File: src/div_consts.svh
// Divide unit constants
`ifndef DIV_CONSTS_SVH
`define DIV_CONSTS_SVH

//////////////////////////////////////////////////
// Datapath

// Operand and result width
`define DIV_XLEN 32

// Instruction id carried to writeback
`define DIV_ID_W 3

//////////////////////////////////////////////////
// Queue

// Entries in the request queue, power of two
`define DIV_QUEUE_DEPTH 4

`endif

File: src/div_pkg.sv
// Divide unit types
`include "div_consts.svh"

package div_pkg;

    //////////////////////////////////////////////////
    // Opcodes

    // Bit 0 set means unsigned
    // Bit 1 set means remainder
    typedef enum logic [1:0] {
        DIV  = 2'b00,
        DIVU = 2'b01,
        REM  = 2'b10,
        REMU = 2'b11
    } div_op_e;

    // Iterative divider states
    typedef enum logic {
        IDLE = 1'b0,
        BUSY = 1'b1
    } div_state_e;

    // Writeback tag
    typedef logic [`DIV_ID_W-1:0] div_id_t;

    //////////////////////////////////////////////////
    // Queue entry

    // Magnitudes plus what the result stage needs to restore signs
    typedef struct packed {
        logic [`DIV_XLEN-1:0] dividend;
        logic [`DIV_XLEN-1:0] divisor;
        logic                 rem_op;
        logic                 negate_quotient;
        logic                 negate_remainder;
        div_id_t              id;
    } div_entry_t;

endpackage

File: src/div_queue_if.sv
// Queue to divider link
`timescale 1ns/10ps
`include "div_consts.svh"

interface div_queue_if;

    // Head of the queue
    logic                 head_valid;
    div_pkg::div_entry_t  head_entry;
    // Head retire strobe from the divider
    logic                 pop;

    // Divider results for the result stage
    logic                 done;
    logic [`DIV_XLEN-1:0] quotient;
    logic [`DIV_XLEN-1:0] remainder;
    logic                 divisor_zero;

    modport queue (output head_valid, output head_entry, input pop);

    modport core (input head_valid, input head_entry, output pop, output done,
                  output quotient, output remainder, output divisor_zero);

    // Read only view for writeback
    modport result (input head_entry, input done, input quotient, input remainder,
                    input divisor_zero);

endinterface

File: src/div_decode.sv
// Divide operand decode
`timescale 1ns/10ps
`include "div_consts.svh"

module div_decode (
    input  div_pkg::div_op_e     issue_op,
    input  logic [`DIV_XLEN-1:0] issue_rs1,
    input  logic [`DIV_XLEN-1:0] issue_rs2,
    input  div_pkg::div_id_t     issue_id,
    output div_pkg::div_entry_t  entry
);

    // Opcode meanings
    logic signed_op;
    logic rem_op;

    // Operand sign bits
    logic rs1_neg;
    logic rs2_neg;

    // Negate flags
    logic negate_dividend;
    logic negate_divisor;
    logic negate_quotient;
    logic negate_remainder;

    // Magnitudes fed to the unsigned core
    logic [`DIV_XLEN-1:0] dividend_mag;
    logic [`DIV_XLEN-1:0] divisor_mag;

    //////////////////////////////////////////////////
    // Opcode split

    // Low bit clear means signed
    assign signed_op = ~issue_op[0];
    assign rem_op    = issue_op[1];

    assign rs1_neg = issue_rs1[`DIV_XLEN-1];
    assign rs2_neg = issue_rs2[`DIV_XLEN-1];

    //////////////////////////////////////////////////
    // Sign handling

    // Only signed ops care about the top bits
    assign negate_dividend  = signed_op & rs1_neg;
    assign negate_divisor   = signed_op & rs2_neg;
    // Quotient sign follows the operand sign mismatch
    assign negate_quotient  = signed_op & (rs1_neg ^ rs2_neg);
    // Remainder takes the dividend sign
    assign negate_remainder = signed_op & rs1_neg;

    //////////////////////////////////////////////////
    // Operand conditioning

    // Conditional two's complement
    // Most negative value maps onto itself which is the right magnitude
    assign dividend_mag = ({`DIV_XLEN{negate_dividend}} ^ issue_rs1) +
                          `DIV_XLEN'(negate_dividend);
    assign divisor_mag  = ({`DIV_XLEN{negate_divisor}} ^ issue_rs2) +
                          `DIV_XLEN'(negate_divisor);

    // Pack the queue entry
    assign entry.dividend         = dividend_mag;
    assign entry.divisor          = divisor_mag;
    assign entry.rem_op           = rem_op;
    assign entry.negate_quotient  = negate_quotient;
    assign entry.negate_remainder = negate_remainder;
    assign entry.id               = issue_id;

endmodule

File: src/div_queue.sv
// Divide request queue
`timescale 1ns/10ps
`include "div_consts.svh"

module div_queue (
    input  logic                clk,
    input  logic                rst,
    input  logic                flush,
    input  logic                push,
    input  div_pkg::div_entry_t entry,
    output logic                ready,
    div_queue_if.queue          q
);

    localparam int PTR_W = $clog2(`DIV_QUEUE_DEPTH);
    localparam int CNT_W = PTR_W + 1;

    // Entry storage
    div_pkg::div_entry_t mem [`DIV_QUEUE_DEPTH];

    logic [PTR_W-1:0] wr_ptr;
    logic [PTR_W-1:0] rd_ptr;
    logic [CNT_W-1:0] count;

    logic full;
    logic push_ok;
    logic pop_ok;

    //////////////////////////////////////////////////
    // Occupancy

    assign full  = (count == CNT_W'(`DIV_QUEUE_DEPTH));
    // Ready drops only when full
    assign ready = ~full;

    // Flush kills the request in the same cycle
    assign push_ok = push & ~flush & ~full;
    assign pop_ok  = q.pop & (count != '0);

    // Pointers wrap on their own for power of two depths
    always_ff @(posedge clk) begin
        if (rst) begin
            wr_ptr <= '0;
            rd_ptr <= '0;
            count  <= '0;
        end else begin
            if (push_ok)
                wr_ptr <= wr_ptr + 1'b1;
            if (pop_ok)
                rd_ptr <= rd_ptr + 1'b1;
            count <= count + CNT_W'(push_ok) - CNT_W'(pop_ok);
        end
    end

    // Storage write
    always_ff @(posedge clk) begin
        if (push_ok)
            mem[wr_ptr] <= entry;
    end

    //////////////////////////////////////////////////
    // Head

    // Head stays put until the divider pops it
    assign q.head_valid = (count != '0);
    assign q.head_entry = mem[rd_ptr];

    // Issue side must hold off while full
    no_push_full : assert property (@(posedge clk) disable iff (rst)
        (push & ~flush) |-> ready)
        else $error("div_queue: push while full");

    // Divider only retires a head that exists
    no_pop_empty : assert property (@(posedge clk) disable iff (rst)
        q.pop |-> q.head_valid)
        else $error("div_queue: pop while empty");

endmodule

File: src/div_radix2_core.sv
// Radix-2 restoring divider
`timescale 1ns/10ps
`include "div_consts.svh"

module div_radix2_core (
    input logic       clk,
    input logic       rst,
    div_queue_if.core q
);

    localparam int STEP_W = $clog2(`DIV_XLEN);

    div_pkg::div_state_e state;

    // Iteration count and end marker
    logic [STEP_W-1:0] step;
    logic              last;

    // Partial remainder and quotient shift register
    logic [`DIV_XLEN-1:0] rem_r;
    logic [`DIV_XLEN-1:0] quo_r;
    logic                 zero_r;

    // One subtract step
    logic [`DIV_XLEN:0] partial;
    logic [`DIV_XLEN:0] diff;

    logic start;
    logic iterate;
    logic done;

    //////////////////////////////////////////////////
    // Control

    assign start   = (state == div_pkg::IDLE) & q.head_valid;
    assign iterate = (state == div_pkg::BUSY) & ~last;
    // Done in the cycle after the last iteration
    assign done    = (state == div_pkg::BUSY) & last;

    always_ff @(posedge clk) begin
        if (rst) begin
            state <= div_pkg::IDLE;
            step  <= '0;
            last  <= 1'b0;
        end else begin
            case (state)
                div_pkg::IDLE: begin
                    if (q.head_valid) begin
                        state <= div_pkg::BUSY;
                        step  <= '0;
                        last  <= 1'b0;
                    end
                end
                div_pkg::BUSY: begin
                    if (last) begin
                        state <= div_pkg::IDLE;
                        last  <= 1'b0;
                    end else begin
                        step <= step + 1'b1;
                        // 32nd iteration
                        if (step == STEP_W'(`DIV_XLEN - 1))
                            last <= 1'b1;
                    end
                end
                default: state <= div_pkg::IDLE;
            endcase
        end
    end

    //////////////////////////////////////////////////
    // Datapath

    // Shift in the next dividend bit and trial subtract
    assign partial = {rem_r, quo_r[`DIV_XLEN-1]};
    assign diff    = partial - {1'b0, q.head_entry.divisor};

    // Zero divisor never borrows so quotient fills with ones
    always_ff @(posedge clk) begin
        if (start) begin
            rem_r  <= '0;
            quo_r  <= q.head_entry.dividend;
            zero_r <= (q.head_entry.divisor == '0);
        end else if (iterate) begin
            if (diff[`DIV_XLEN]) begin
                // Borrow so restore
                rem_r <= partial[`DIV_XLEN-1:0];
                quo_r <= {quo_r[`DIV_XLEN-2:0], 1'b0};
            end else begin
                rem_r <= diff[`DIV_XLEN-1:0];
                quo_r <= {quo_r[`DIV_XLEN-2:0], 1'b1};
            end
        end
    end

    // Outputs to queue and result stage
    assign q.done         = done;
    assign q.pop          = done;
    assign q.quotient     = quo_r;
    assign q.remainder    = rem_r;
    assign q.divisor_zero = zero_r;

    // Head must stay valid across the whole division
    done_with_head : assert property (@(posedge clk) disable iff (rst)
        done |-> (state == div_pkg::BUSY) && q.head_valid)
        else $error("div_radix2_core: done without a valid head");

    // Fixed start to done latency
    start_to_done : assert property (@(posedge clk) disable iff (rst)
        start |-> ##33 done)
        else $error("div_radix2_core: done not 33 cycles after start");

endmodule

File: src/div_result.sv
// Divide result and writeback
`timescale 1ns/10ps
`include "div_consts.svh"

module div_result (
    div_queue_if.result          q,
    output logic                 wb_done,
    output div_pkg::div_id_t     wb_id,
    output logic [`DIV_XLEN-1:0] wb_rd
);

    logic                 rem_op;
    logic                 negate;
    logic [`DIV_XLEN-1:0] magnitude;

    //////////////////////////////////////////////////
    // Select

    assign rem_op = q.head_entry.rem_op;

    // Zero divisor already leaves an all ones quotient in the core
    assign magnitude = rem_op ? q.remainder : q.quotient;

    //////////////////////////////////////////////////
    // Sign fix-up

    // All ones quotient on zero divisor keeps its sign
    // Remainder still follows the dividend
    assign negate = rem_op ? q.head_entry.negate_remainder
                           : (q.head_entry.negate_quotient & ~q.divisor_zero);

    // Conditional two's complement
    assign wb_rd = ({`DIV_XLEN{negate}} ^ magnitude) + `DIV_XLEN'(negate);

    //////////////////////////////////////////////////
    // Writeback

    // Same cycle as the core done
    assign wb_done = q.done;
    assign wb_id   = q.head_entry.id;

endmodule

File: src/div_unit.sv
// Integer divide unit top
`timescale 1ns/10ps
`include "div_consts.svh"

module div_unit (
    input  logic                 clk,
    input  logic                 rst,
    input  logic                 flush,

    // Issue side
    input  logic                 issue_valid,
    input  div_pkg::div_op_e     issue_op,
    input  logic [`DIV_XLEN-1:0] issue_rs1,
    input  logic [`DIV_XLEN-1:0] issue_rs2,
    input  div_pkg::div_id_t     issue_id,
    output logic                 issue_ready,

    // Writeback side
    output logic                 wb_done,
    output div_pkg::div_id_t     wb_id,
    output logic [`DIV_XLEN-1:0] wb_rd
);

    // Decoded request
    div_pkg::div_entry_t entry;

    // Queue head link
    div_queue_if q_if ();

    //////////////////////////////////////////////////
    // Decode stage

    div_decode u_decode (
        .issue_op  (issue_op),
        .issue_rs1 (issue_rs1),
        .issue_rs2 (issue_rs2),
        .issue_id  (issue_id),
        .entry     (entry)
    );

    //////////////////////////////////////////////////
    // Execute stage

    div_queue u_queue (
        .clk   (clk),
        .rst   (rst),
        .flush (flush),
        .push  (issue_valid),
        .entry (entry),
        .ready (issue_ready),
        .q     (q_if.queue)
    );

    div_radix2_core u_core (
        .clk (clk),
        .rst (rst),
        .q   (q_if.core)
    );

    //////////////////////////////////////////////////
    // Result stage

    div_result u_result (
        .q       (q_if.result),
        .wb_done (wb_done),
        .wb_id   (wb_id),
        .wb_rd   (wb_rd)
    );

endmodule

File: config.mk
export PLATFORM = sky130hd
export DESIGN_NAME = div_unit
export DESIGN_NICKNAME = d
export VERILOG_FILES = /design/src/div_pkg.sv /design/src/div_queue_if.sv /design/src/div_decode.sv /design/src/div_queue.sv /design/src/div_radix2_core.sv /design/src/div_result.sv /design/src/div_unit.sv
export VERILOG_INCLUDE_DIRS = /design/src /design/src/src
export SDC_FILE = /design/constraint.sdc
export NUM_CORES = 1
export LEC_CHECK = 0
export ABC_AREA = 1
export BUFFER_PORTS_ARGS = -buffer_cell sky130_fd_sc_hd__clkbuf_2
export CAP_MARGIN = 20
export CORE_ASPECT_RATIO = 0.6
export CORE_MARGIN = 2
export CORE_UTILIZATION = 55
export CTS_CLUSTER_DIAMETER = 40
export DETAILED_ROUTE_END_ITERATION = 12
export MAX_ROUTING_LAYER = met4
export PLACE_DENSITY_LB_ADDON = 0.3
export SLEW_MARGIN = 20
export SYNTH_ARGS = -nofsm -noshare
export SYNTH_HDL_FRONTEND = slang
export SYNTH_HIERARCHICAL = 1
export SYNTH_SLANG_ARGS = --single-unit
File: constraint.sdc
create_clock -name clk -period 4.75 [get_ports clk]
set_input_delay 0.2375 -clock clk [delete_from_list [all_inputs] [get_ports clk]]
set_output_delay 0.2375 -clock clk [all_outputs]
set_load 0.01 [all_outputs]
==> results of run 1 <==
## tightest hold or removal path, stage by stage
cell and delay, ns:
clkbuf_2 0.08, nor2_1 0.10, a21oi_1 0.16, nor2_1 0.05
## sequential cells by signal, indices dropped and copies added (netlist names), named ones only
name                   flops
u_core/step                5
u_core/last                1
u_core/state               1
u_queue/rd_ptr             2
u_queue/count              3
u_core/q.divisor_zero      1
u_core/q.quotient         32
u_core/q.remainder        32
u_queue/wr_ptr             2
u_queue/mem              280
## layer usage
layer / track usage, % / vias up / part of all wire [%] / wire [um]
li1: - / 9982 / - / -
met1: 50.66 / 9738 / 48 / 33800
met2: 45.20 / 1007 / 40 / 28450
met3: 5.015 / 67 / 10 / 7299
met4: 4.872 / 0 / 1.0 / 712
met5: - / - / 0 / 0
## area by class of cell
cell class	count	area, sq um	area share, %
clock buffers	45	1020	3.977
well taps	570	713.2	2.782
repair buffers	145	904.6	3.528
clock inverters	29	299.0	1.166
inverters	401	1518	5.919
flip-flops and latches	361	10360	40.43
diodes	1	2.502	0.009760
multi-input cells	2209	10820	42.19
## cells in the mapped netlist (25+ instances only)
| cell | count |
|---|---|
| o21ai_1 | 30 |
| inv_1 | 387 |
| o22ai_1 | 30 |
| a21oi_1 | 25 |
| nand3_1 | 197 |
| nand2_2 | 32 |
| nor2_1 | 304 |
| nand3b_1 | 42 |
| nor2_2 | 27 |
| o21ai_0 | 118 |
| nand2_1 | 1151 |
| clkbuf_1 | 35 |
| buf_2 | 33 |
| ha_1 | 44 |
| dfxtp_1 | 48 |
| xor2_1 | 56 |
| edfxtp_1 | 313 |
| nor2_4 | 51 |
| o22ai_2 | 40 |
## placed cells by master, fill, tap and decap left out, types with 31 or more instances in the layout
cell       netlist  final
inv_1          387    385
xor2_1          56     56
o21ai_0        118    118
o22ai_2         40     39
nor2_1         304    297
nand2_1       1151   1151
nand2_2         32     31
dfxtp_1         48     46
ha_1            44     44
nand3b_1        42     42
nor2_4          51     55
nand3_1        197    197
clkbuf_16        0     40
edfxtp_1       313    313
clkbuf_2         0    109
## per-stage QoR
| step | instances | area (sq um) |
|---|---|---|
| after floorplan | 3092 | 23470 |
| after global placement | 3680 | 24240 |
| after detailed placement | 3680 | 24240 |
| after CTS | 3760 | 25620 |
| after global routing | 3761 | 25640 |
| final | 3761 | 25640 |
## worst max path at each step
stage	start	endpoint	cells after the start
after floorplan	u_queue/count[1]	u_queue/mem[0][0]	4
after global placement	flop	wb_rd[30]	19
after detailed placement	flop	wb_rd[14]	17
after CTS	flop	wb_rd[14]	17
after global routing	flop	wb_rd[30]	19
final	flop	wb_rd[25]	18
## what timing repair did
action	4_1_cts	5_1_grt
hold endpoints to repair	23	0
setup endpoints to repair	0	23
gates resized for setup	0	4
setup buffers	0	0
hold buffers	6	0
## report_power, final
| part | switching, mW | internal, mW |
|---|---|---|
| logic | 1.06 | 0.415 |
| registers | 0.156 | 3.68 |
| clock network | 1.36 | 1.71 |
| total | 2.58 | 5.81 |
## kinds of logic after synthesis
family,after synthesis,synth area share (%)
buffers and inverters,522,9.970
AND/OR/NAND/NOR,1851,34.21
XOR/XNOR,62,2.314
adder cells (fa/ha/maj),46,2.517
AO/OA/AOI/OAI,250,6.846
flip-flops,361,44.15
==> run_results.csv, run 1 <==
group,metric,value,unit
sta,fin_tns_setup,0,ns
yosys,synth_nets,3211,
global_routing,antenna_found_initial,1,
detailed_routing,post_drt_wl_per_cell,18.68,um
layout,n_fill_cell,3774,
critical_path,crit_family,"simple AND/OR/NAND/NOR gates",
sta,hold_ws,0.1062,ns
layout,fin_util,61.02,%
layout,drive_above_1_share,11.91,%
cts,clock_sinks,361,
sta,finalClockSkew,0.03468,ns
cts,clkLatencyLatePin,0.56,ns
hold_path,hp-start,"flush",
critical_path,crit_required,4.51,ns
die,fp.dieArea,0.04439,sq mm
placement,dp_worst_setup_slack,0.7941,ns
critical_path,worstPathMaxFanout,43,
critical_path,end_kind,"output pin",
critical_path,critPathBufInv,5,
hold_path,hold_path_class,"primary input to flop",
power,p_leak,11.75,nW
sta,rsz0062_at_grt,"false",
detailed_routing,vias,20790,
global_routing,grt_pass1_wl,108.2,mm
sta,fmaxAchievable,0.2266,GHz
yosys,synth_cell_types,43,
yosys,yosys_warnings,6,
yosys,synthesis.area,0.02347,sq mm
cts,clockRootBuffer,"clkbuf_16",
sta,slew_headroom,30.16,%
power,p_per_area,327.0,mW/mm^2
critical_path,crit_type,"flop to output pin",
detailed_routing,vias_per_cell,5.529,
placement,gp_congestion,1.064,
detailed_routing,drt_wl_total,70.26,mm
die,start_util,55.85,%
cts,cts-htree-levels,2,
placement,dpl.hpwl,53.22,mm
hold_path,hold-path-cell-count,4,
global_routing,grt_max_degree,117,
yosys,synth-seq-area-share,44.15,%
critical_path,worstReg2RegEnd,"u_core/q.remainder[5]",
global_routing,track_usage,32.55,%
global_routing,overflow,0,
layout,fin_nets,3277,
sta,finalHoldViolCount,0,
critical_path,crit_arrival,4.18,ns
sta,worst_pin_slew,1.046,ns
power,total_power,8.383,mW
critical_path,ff2ff_path_depth,18,
critical_path,ff2ff_setup_slack,0.77,ns
critical_path,path_cells,"inv_8 > buf_4 > buf_4 > nor2_4 > o22ai_2 > nand2_2 > nand2_4 > buf_4 > nand2_1 > nand2_1 > nand2_1 > nor2_1 > nand2_1 > nor2_1 > nand2_1 > nand2_1 > nand2_1 > clkbuf_2",
detailed_routing,ant_nets,0,
critical_path,critical-path-max-stage-delay,0.46,ns
critical_path,crit_path_top_delay_cell,"dfxtp_4",
die,die_w,270.7,um
critical_path,cp_common_cell,"nand2_1",
power,ir_drop,0.2753,mV
sta,postLayoutSetupSlackWorst,0.3364,ns
detailed_routing,drc,0,
yosys,syn_area_per_cell,7.590,sq um
sta,min_period_over_period,92.92,%
yosys,synth_top_area_cell,"edfxtp_1",
job,cap_violations,0,
yosys,synthDominantCellAreaShare,40.05,%
yosys,synth-edff-count,313,
yosys,yosys_register_bits,361,
die,rows,58,
detailed_routing,drt_pass1_iterations,6,
sta,fin_crit,4.414,ns
die,die_h,164.0,um
cts,cts_buffer_depth,3,
yosys,async_reset_ff_share,0,%
sta,drv_slew,0,
die,coreArea,0.04202,sq mm
status,status,"finished, final reports clean",
cts,clk_pin_slew,0.07,ns
die,ios,110,
cts,cts_tree,"done",
yosys,synthCells,3092,
sta,setup_viol,0,
hold_path,hold_end,"u_queue/wr_ptr[0]",
critical_path,startpoint_type,"flop",
global_routing,first_global_vias,18790,
yosys,synth.area.top_cells,"edfxtp_1, nand2_1, inv_1",
layout,area_growth,9.256,%
placement,portBuffers,109,
detailed_routing,drtIter0Drc,2613,
cts,cts_made_buffers,40,
yosys,synth-main-ff-cell,"edfxtp_1",
No activity file was read; power rests on OpenSTA's default activity.
==> run 2, diff against run 1 <==
--- a/config.mk
+++ b/config.mk
@@ -7,7 +7,7 @@
 export NUM_CORES = 1
 export LEC_CHECK = 0
 export ABC_AREA = 1
-export BUFFER_PORTS_ARGS = -buffer_cell sky130_fd_sc_hd__clkbuf_2
+export BUFFER_PORTS_ARGS = -buffer_cell sky130_fd_sc_hd__buf_2
 export CAP_MARGIN = 20
 export CORE_ASPECT_RATIO = 0.6
 export CORE_MARGIN = 2
==> constraint.sdc (replaced) <==
create_clock -name clk -period 5.58 [get_ports clk]
set_input_delay 0.279 -clock clk [delete_from_list [all_inputs] [get_ports clk]]
set_output_delay 0.279 -clock clk [all_outputs]
set_load 0.01 [all_outputs]
==> run 2 against run 1 <==
Net effect:
- clock power decreased by 14%
- clock skew is 0.0068 ns higher
- hold slack got worse by 0.0098 ns
- via count is 1.0% lower
- critical path type unchanged
==> run_results.csv, run 2 (same netlist as run 1, synthesis figures left out) <==
group,metric,value,unit
die,die_w,270.7,um
die,ios,110,
sta,finalHoldViolCount,0,
placement,portBuffers,109,
layout,largest_reg_flops,280,
cts,cts-htree-levels,2,
status,status,"finished, final reports clean",
detailed_routing,wl_met1,32.46,mm
die,fp.dieArea,0.04439,sq mm
sta,worst_pin_slew,0.8858,ns
layout,final_common_cell,"nand2_1",
power,p_per_area,279.3,mW/mm^2
global_routing,grt_pass1_wl,104.1,mm
global_routing,first_global_vias,18400,
cts,cts_buffer_depth,3,
layout,drive_above_1_share,11.69,%
layout,n_fill_cell,3738,
critical_path,crit_arrival,4.44,ns
critical_path,ff2ff_path_depth,18,
critical_path,worstPathMaxFanout,59,
layout,stdcell_count,3752,
cts,clock_sinks,361,
placement,dpl.hpwl,51.35,mm
detailed_routing,drt_wl_total,68.16,mm
sta,drv_slew,0,
detailed_routing,drtIter0Drc,2277,
layout,area_growth,8.893,%
die,die_h,164.0,um
cts,clk_pin_slew,0.07,ns
detailed_routing,route.met3.wl,7.267,mm
sta,hold_ws,0.09640,ns
die,start_util,55.85,%
detailed_routing,drc,0,
placement,post-place-cells,3675,
hold_path,hold-path-cell-count,4,
critical_path,worstReg2RegEnd,"u_core/q.remainder[11]",
detailed_routing,wl_met2,27.52,mm
sta,rsz0062_at_grt,"false",
layout,fin_nets,3271,
detailed_routing,vias,20580,
cts,clkLatencyLatePin,0.56,ns
sta,min_period_over_period,84.64,%
sta,fin_crit,4.723,ns
detailed_routing,post_drt_wl_per_cell,18.17,um
job,cap_violations,0,
hold_path,hp-start,"flush",
sta,postLayoutSetupSlackWorst,0.8572,ns
power,ir_drop,0.2221,mV
die,coreArea,0.04202,sq mm
placement,post_dp_cell_area,0.02414,sq mm
sta,fmaxAchievable,0.2117,GHz
hold_path,hold_path_class,"primary input to flop",
layout,fin_util,60.82,%
layout,design_area,0.02555,sq mm
layout,final_cell_mix,"nand2_1, inv_1, edfxtp_1",
sta,fin_tns_setup,0,ns
cts,cts_tree,"done",
die,rows,58,
global_routing,antenna_found_initial,1,
layout,regMostFlops,"u_queue/mem",
detailed_routing,top_layer,"met4",
sta,slew_headroom,40.58,%
global_routing,track_usage,31.31,%
sta,setup_viol,0,
detailed_routing,drt_pass1_iterations,6,
global_routing,grt_max_degree,68,
power,total_power,7.138,mW
cts,clockRootBuffer,"clkbuf_16",
detailed_routing,vias_per_cell,5.485,
detailed_routing,ant_nets,0,
placement,gp_congestion,1.038,
power,p_leak,11.70,nW
global_routing,overflow,0,
critical_path,startpoint_type,"flop",
hold_path,hold_end,"u_queue/wr_ptr[0]",
critical_path,ff2ff_setup_slack,1.28,ns
sta,finalClockSkew,0.04149,ns
critical_path,crit_required,5.30,ns
cts,cts_made_buffers,38,
placement,dp_worst_setup_slack,1.343,ns
critical_path,crit_type,"flop to output pin",
critical_path,end_kind,"output pin",
layout,diodes,0,
==> run 2: cell count changes in the layout (fill, tap and decap cells not counted), sizes merged <==
cell | before | now
buf | 30 | 135
bufinv | 2 | 5
clkbuf | 154 | 44
clkinv | 19 | 21
clkinvlp | 2 | 1
diode | 1 | 0
inv | 407 | 400
==> run 2: power breakdown <==
part / internal [mW] / switching (mW) / total, mW
sequential: 3.13 / 0.113 / 3.25
clock: 1.54 / 1.11 / 2.65
combinational: 0.354 / 0.886 / 1.24
total: 5.02 / 2.11 / 7.14
==> run 2: final cells by class <==
class                      instances  area [sq um]  share of cell area (%)
sequential                       361         10360                   40.56
tap                              570         713.2                   2.791
clock inverter                    26         334.1                   1.307
clock buffer                      44         993.5                   3.888
multi-input combinational       2209         10810                   42.31
timing repair buffer             141         820.8                   3.212
inverter                         401          1515                   5.929
==> run 2: worst max-delay path by stage <==
stage / cells past startpoint / slack, ns / to
CTS: 18 / 0.92 / wb_rd[30]
detailed placement: 18 / 1.34 / u_core/q.remainder[8]
global placement: 19 / 1.44 / u_core/q.remainder[31]
finish: 17 / 0.86 / wb_rd[25]
floorplan: 4 / 1.35 / u_queue/mem[0][0]
global route: 18 / 0.54 / wb_rd[30]
==> run 2: routing by layer <==
metal / track usage, % / vias up
met5: - / -
met4: 4.997 / 0
met3: 6.769 / 71
met2: 43.19 / 916
met1: 47.60 / 9631
li1: - / 9961
==> run 2: worst max-delay path, cell delays in order, from the launching register on <==
cell and delay [ns]:
dfxtp_4 0.57, inv_6 0.28, o21ai_0 0.37, o22ai_4 0.13
nor2_2 0.16, nand2_4 0.29, nand2_2 0.14, buf_4 0.42
nand2_1 0.10, nand2_1 0.16, nand2_1 0.10, nor2_1 0.27
nand2_1 0.10, nor2_1 0.37, nand2_1 0.11, nand2_1 0.07
nand2_1 0.04, buf_2 0.13
==> run 2: what timing repair did <==
action                                 in CTS  in global routing
setup buffers                               0                  0
gates resized for setup                     0                  0
hold buffers                                6                  0
endpoints found under the hold margin      22                  0
==> run 3, diff against run 2 <==
--- a/config.mk
+++ b/config.mk
@@ -6,7 +6,7 @@
 export SDC_FILE = /design/constraint.sdc
 export NUM_CORES = 1
 export LEC_CHECK = 0
-export ABC_AREA = 1
+export ABC_AREA = 0
 export BUFFER_PORTS_ARGS = -buffer_cell sky130_fd_sc_hd__buf_2
 export CAP_MARGIN = 20
 export CORE_ASPECT_RATIO = 0.6
==> constraint.sdc (replaced) <==
create_clock -name clk -period 4.54 [get_ports clk]
set_input_delay 0.227 -clock clk [delete_from_list [all_inputs] [get_ports clk]]
set_output_delay 0.227 -clock clk [all_outputs]
set_load 0.01 [all_outputs]
==> run 3 against run 2 <==
Net effect:
- final area shrank 9.1%
- highest routed layer unchanged
- largest power group unchanged
- utilization is 1.2 points higher
- total power is 22% higher
- cell count decreased by 39%
- clock skew down 0.022 ns
- die area fell by 11%
- synthesized cell count is 46% lower
- critical path type unchanged
==> run_results.csv, run 3 <==
group,metric,value,unit
sta,finalHoldViolCount,0,
die,fp.dieArea,0.03931,sq mm
placement,gp_congestion,0.9574,
yosys,yosysMostFrequentCell,"edfxtp_1",
yosys,yosys_register_bits,361,
power,p_per_area,374.3,mW/mm^2
sta,drv_slew,0,
cts,cts_buffer_depth,3,
global_routing,grt_pass1_wl,82.32,mm
yosys,synthCells,1668,
cts,cts_made_buffers,40,
yosys,synth-main-ff-cell,"edfxtp_1",
yosys,syn_area_per_cell,12.43,sq um
placement,dp_worst_setup_slack,0.2237,ns
critical_path,end_kind,"output pin",
yosys,synthDominantCellAreaShare,45.35,%
layout,regMostFlops,"u_queue/mem",
layout,area_growth,12.04,%
power,p_leak,7.894,nW
yosys,synth_top_area_cell,"edfxtp_1",
sta,min_period_over_period,96.34,%
layout,final_cell_mix,"edfxtp_1, xnor2_1, buf_2",
power,ir_drop,0.3633,mV
sta,fmaxAchievable,0.2286,GHz
placement,portBuffers,109,
sta,setup_viol,0,
global_routing,track_usage,28.47,%
cts,clk_pin_slew,0.06,ns
hold_path,hp-start,"rst",
layout,fin_nets,1882,
layout,diodes,0,
yosys,synth-seq-area-share,49.98,%
sta,hold_ws,0.02866,ns
power,total_power,8.693,mW
detailed_routing,drc,0,
detailed_routing,vias,14680,
placement,dpl.hpwl,38.68,mm
layout,drive_above_1_share,22.82,%
die,start_util,55.37,%
yosys,synth.top_cells.by_count,"edfxtp_1, xnor2_1, nand2_1",
cts,clock_sinks,361,
die,rows,55,
status,status,"finished, final reports clean",
die,die_h,154.4,um
cts,cts_tree,"done",
die,die_w,254.6,um
global_routing,first_global_vias,13690,
detailed_routing,post_drt_wl_per_cell,23.56,um
yosys,yosys_warnings,6,
sta,rsz0062_at_grt,"false",
cts,clockRootBuffer,"clkbuf_16",
yosys,synth-edff-count,313,
job,cap_violations,0,
global_routing,overflow,0,
die,ios,110,
cts,clkLatencyLatePin,0.55,ns
critical_path,crit_arrival,4.15,ns
sta,worst_pin_slew,1.093,ns
detailed_routing,drtIter0Drc,1661,
detailed_routing,ant_nets,0,
global_routing,grt_max_degree,64,
layout,n_fill_cell,2882,
layout,final_common_cell,"edfxtp_1",
yosys,synth_cell_types,106,
detailed_routing,drt_pass1_iterations,6,
sta,fin_crit,4.374,ns
critical_path,worstPathMaxFanout,26,
critical_path,ff2ff_setup_slack,0.30,ns
yosys,synth_nets,1787,
yosys,async_reset_ff_share,0,%
critical_path,crit_required,4.31,ns
yosys,synthesis.area,0.02073,sq mm
cts,cts-htree-levels,2,
sta,postLayoutSetupSlackWorst,0.1663,ns
critical_path,crit_type,"flop to output pin",
global_routing,antenna_found_initial,0,
critical_path,startpoint_type,"flop",
yosys,synth.area.top_cells,"edfxtp_1, mux4_2, xnor2_1",
sta,finalClockSkew,0.01964,ns
sta,fin_tns_setup,0,ns
die,coreArea,0.03744,sq mm
layout,largest_reg_flops,280,
hold_path,hold_path_class,"primary input to flop",
detailed_routing,drt_wl_total,54.30,mm
detailed_routing,vias_per_cell,6.367,
sta,slew_headroom,27.13,%
==> run 3: changes by cell type after synthesis, sizes merged, moves of 25 or more <==
cell    previous run  this run
nand2           1186        96
inv              399        55
nor2             382        75
nand3            198        34
xnor2              6       132
o21ai            148        67
mux4               0        70
o22ai             70         1
nand3b            42         4
mux2               0        34
nand4             21        51
nor4b              0        29
a21oi             25        50
nor4               7        32
==> run 3: layout make-up <==
cell class / count / area [sq um] / share of cell area, %
clock inverter: 23 / 276.5 / 1.191
timing repair buffer: 167 / 1101 / 4.741
sequential: 361 / 10370 / 44.64
inverter: 55 / 206.4 / 0.8890
multi-input combinational: 1138 / 9555 / 41.15
tap: 513 / 641.9 / 2.764
clock buffer: 48 / 1074 / 4.623
==> run 3: worst max-delay path: stages, from the launching register on <==
cell and delay [ns]:
dfxtp_4 0.45, buf_16 0.23, mux4_2 0.64, buf_6 0.25
xor2_1 0.20, a221oi_1 0.19, nor4_2 0.44, nand4_2 0.12
buf_4 0.24, nor4_1 0.36, xor2_1 0.27, buf_2 0.18
==> run 3: cell families after synthesis <==
family	share of synthesized area (%)
buffers and inverters	4.304
AND/OR/NAND/NOR	14.46
adder cells (fa/ha/maj)	2.849
flip-flops	49.98
multiplexers	10.60
XOR/XNOR	8.367
AO/OA/AOI/OAI	9.435
==> run 3: path summary, 6_finish.rpt <==
check,end,cells past startpoint
max,wb_rd[30],11
min,u_queue/count[1],2
max reg2reg,u_core/q.remainder[1],13
min reg2reg,u_core/step[2],2
==> run 3: layer usage <==
metal	GRT usage, %	part of all wire, %
met1	44.55	46
met2	37.65	41
met3	6.513	11
met4	5.514	1.6
met5	-	0
==> run 3: through the flow <==
stage	cells	cell area [sq um]	util (%)
finish	2305	23220	62.03
global route	2305	23220	62.03
CTS	2299	23120	61.75
detailed placement	2217	21610	57.73
global placement	2217	21610	57.73
floorplan	1668	20730	-
==> run 3: power by group <==
part           total (mW)  leakage, nW  internal (mW)  switching (mW)
registers            3.98         3.25           3.86           0.124
logic                1.42         3.99          0.549           0.867
clock network        3.30        0.658           1.91            1.39
==> run 3: repair_timing <==
item                       in CTS  in global routing
setup endpoints to repair      13                 26
gates resized for setup         3                  5
buffers inserted                5                  5
hold buffers                    4                  0
cloned                          2                  0
hold endpoints to repair       16                  0
pin swaps                       1                  2
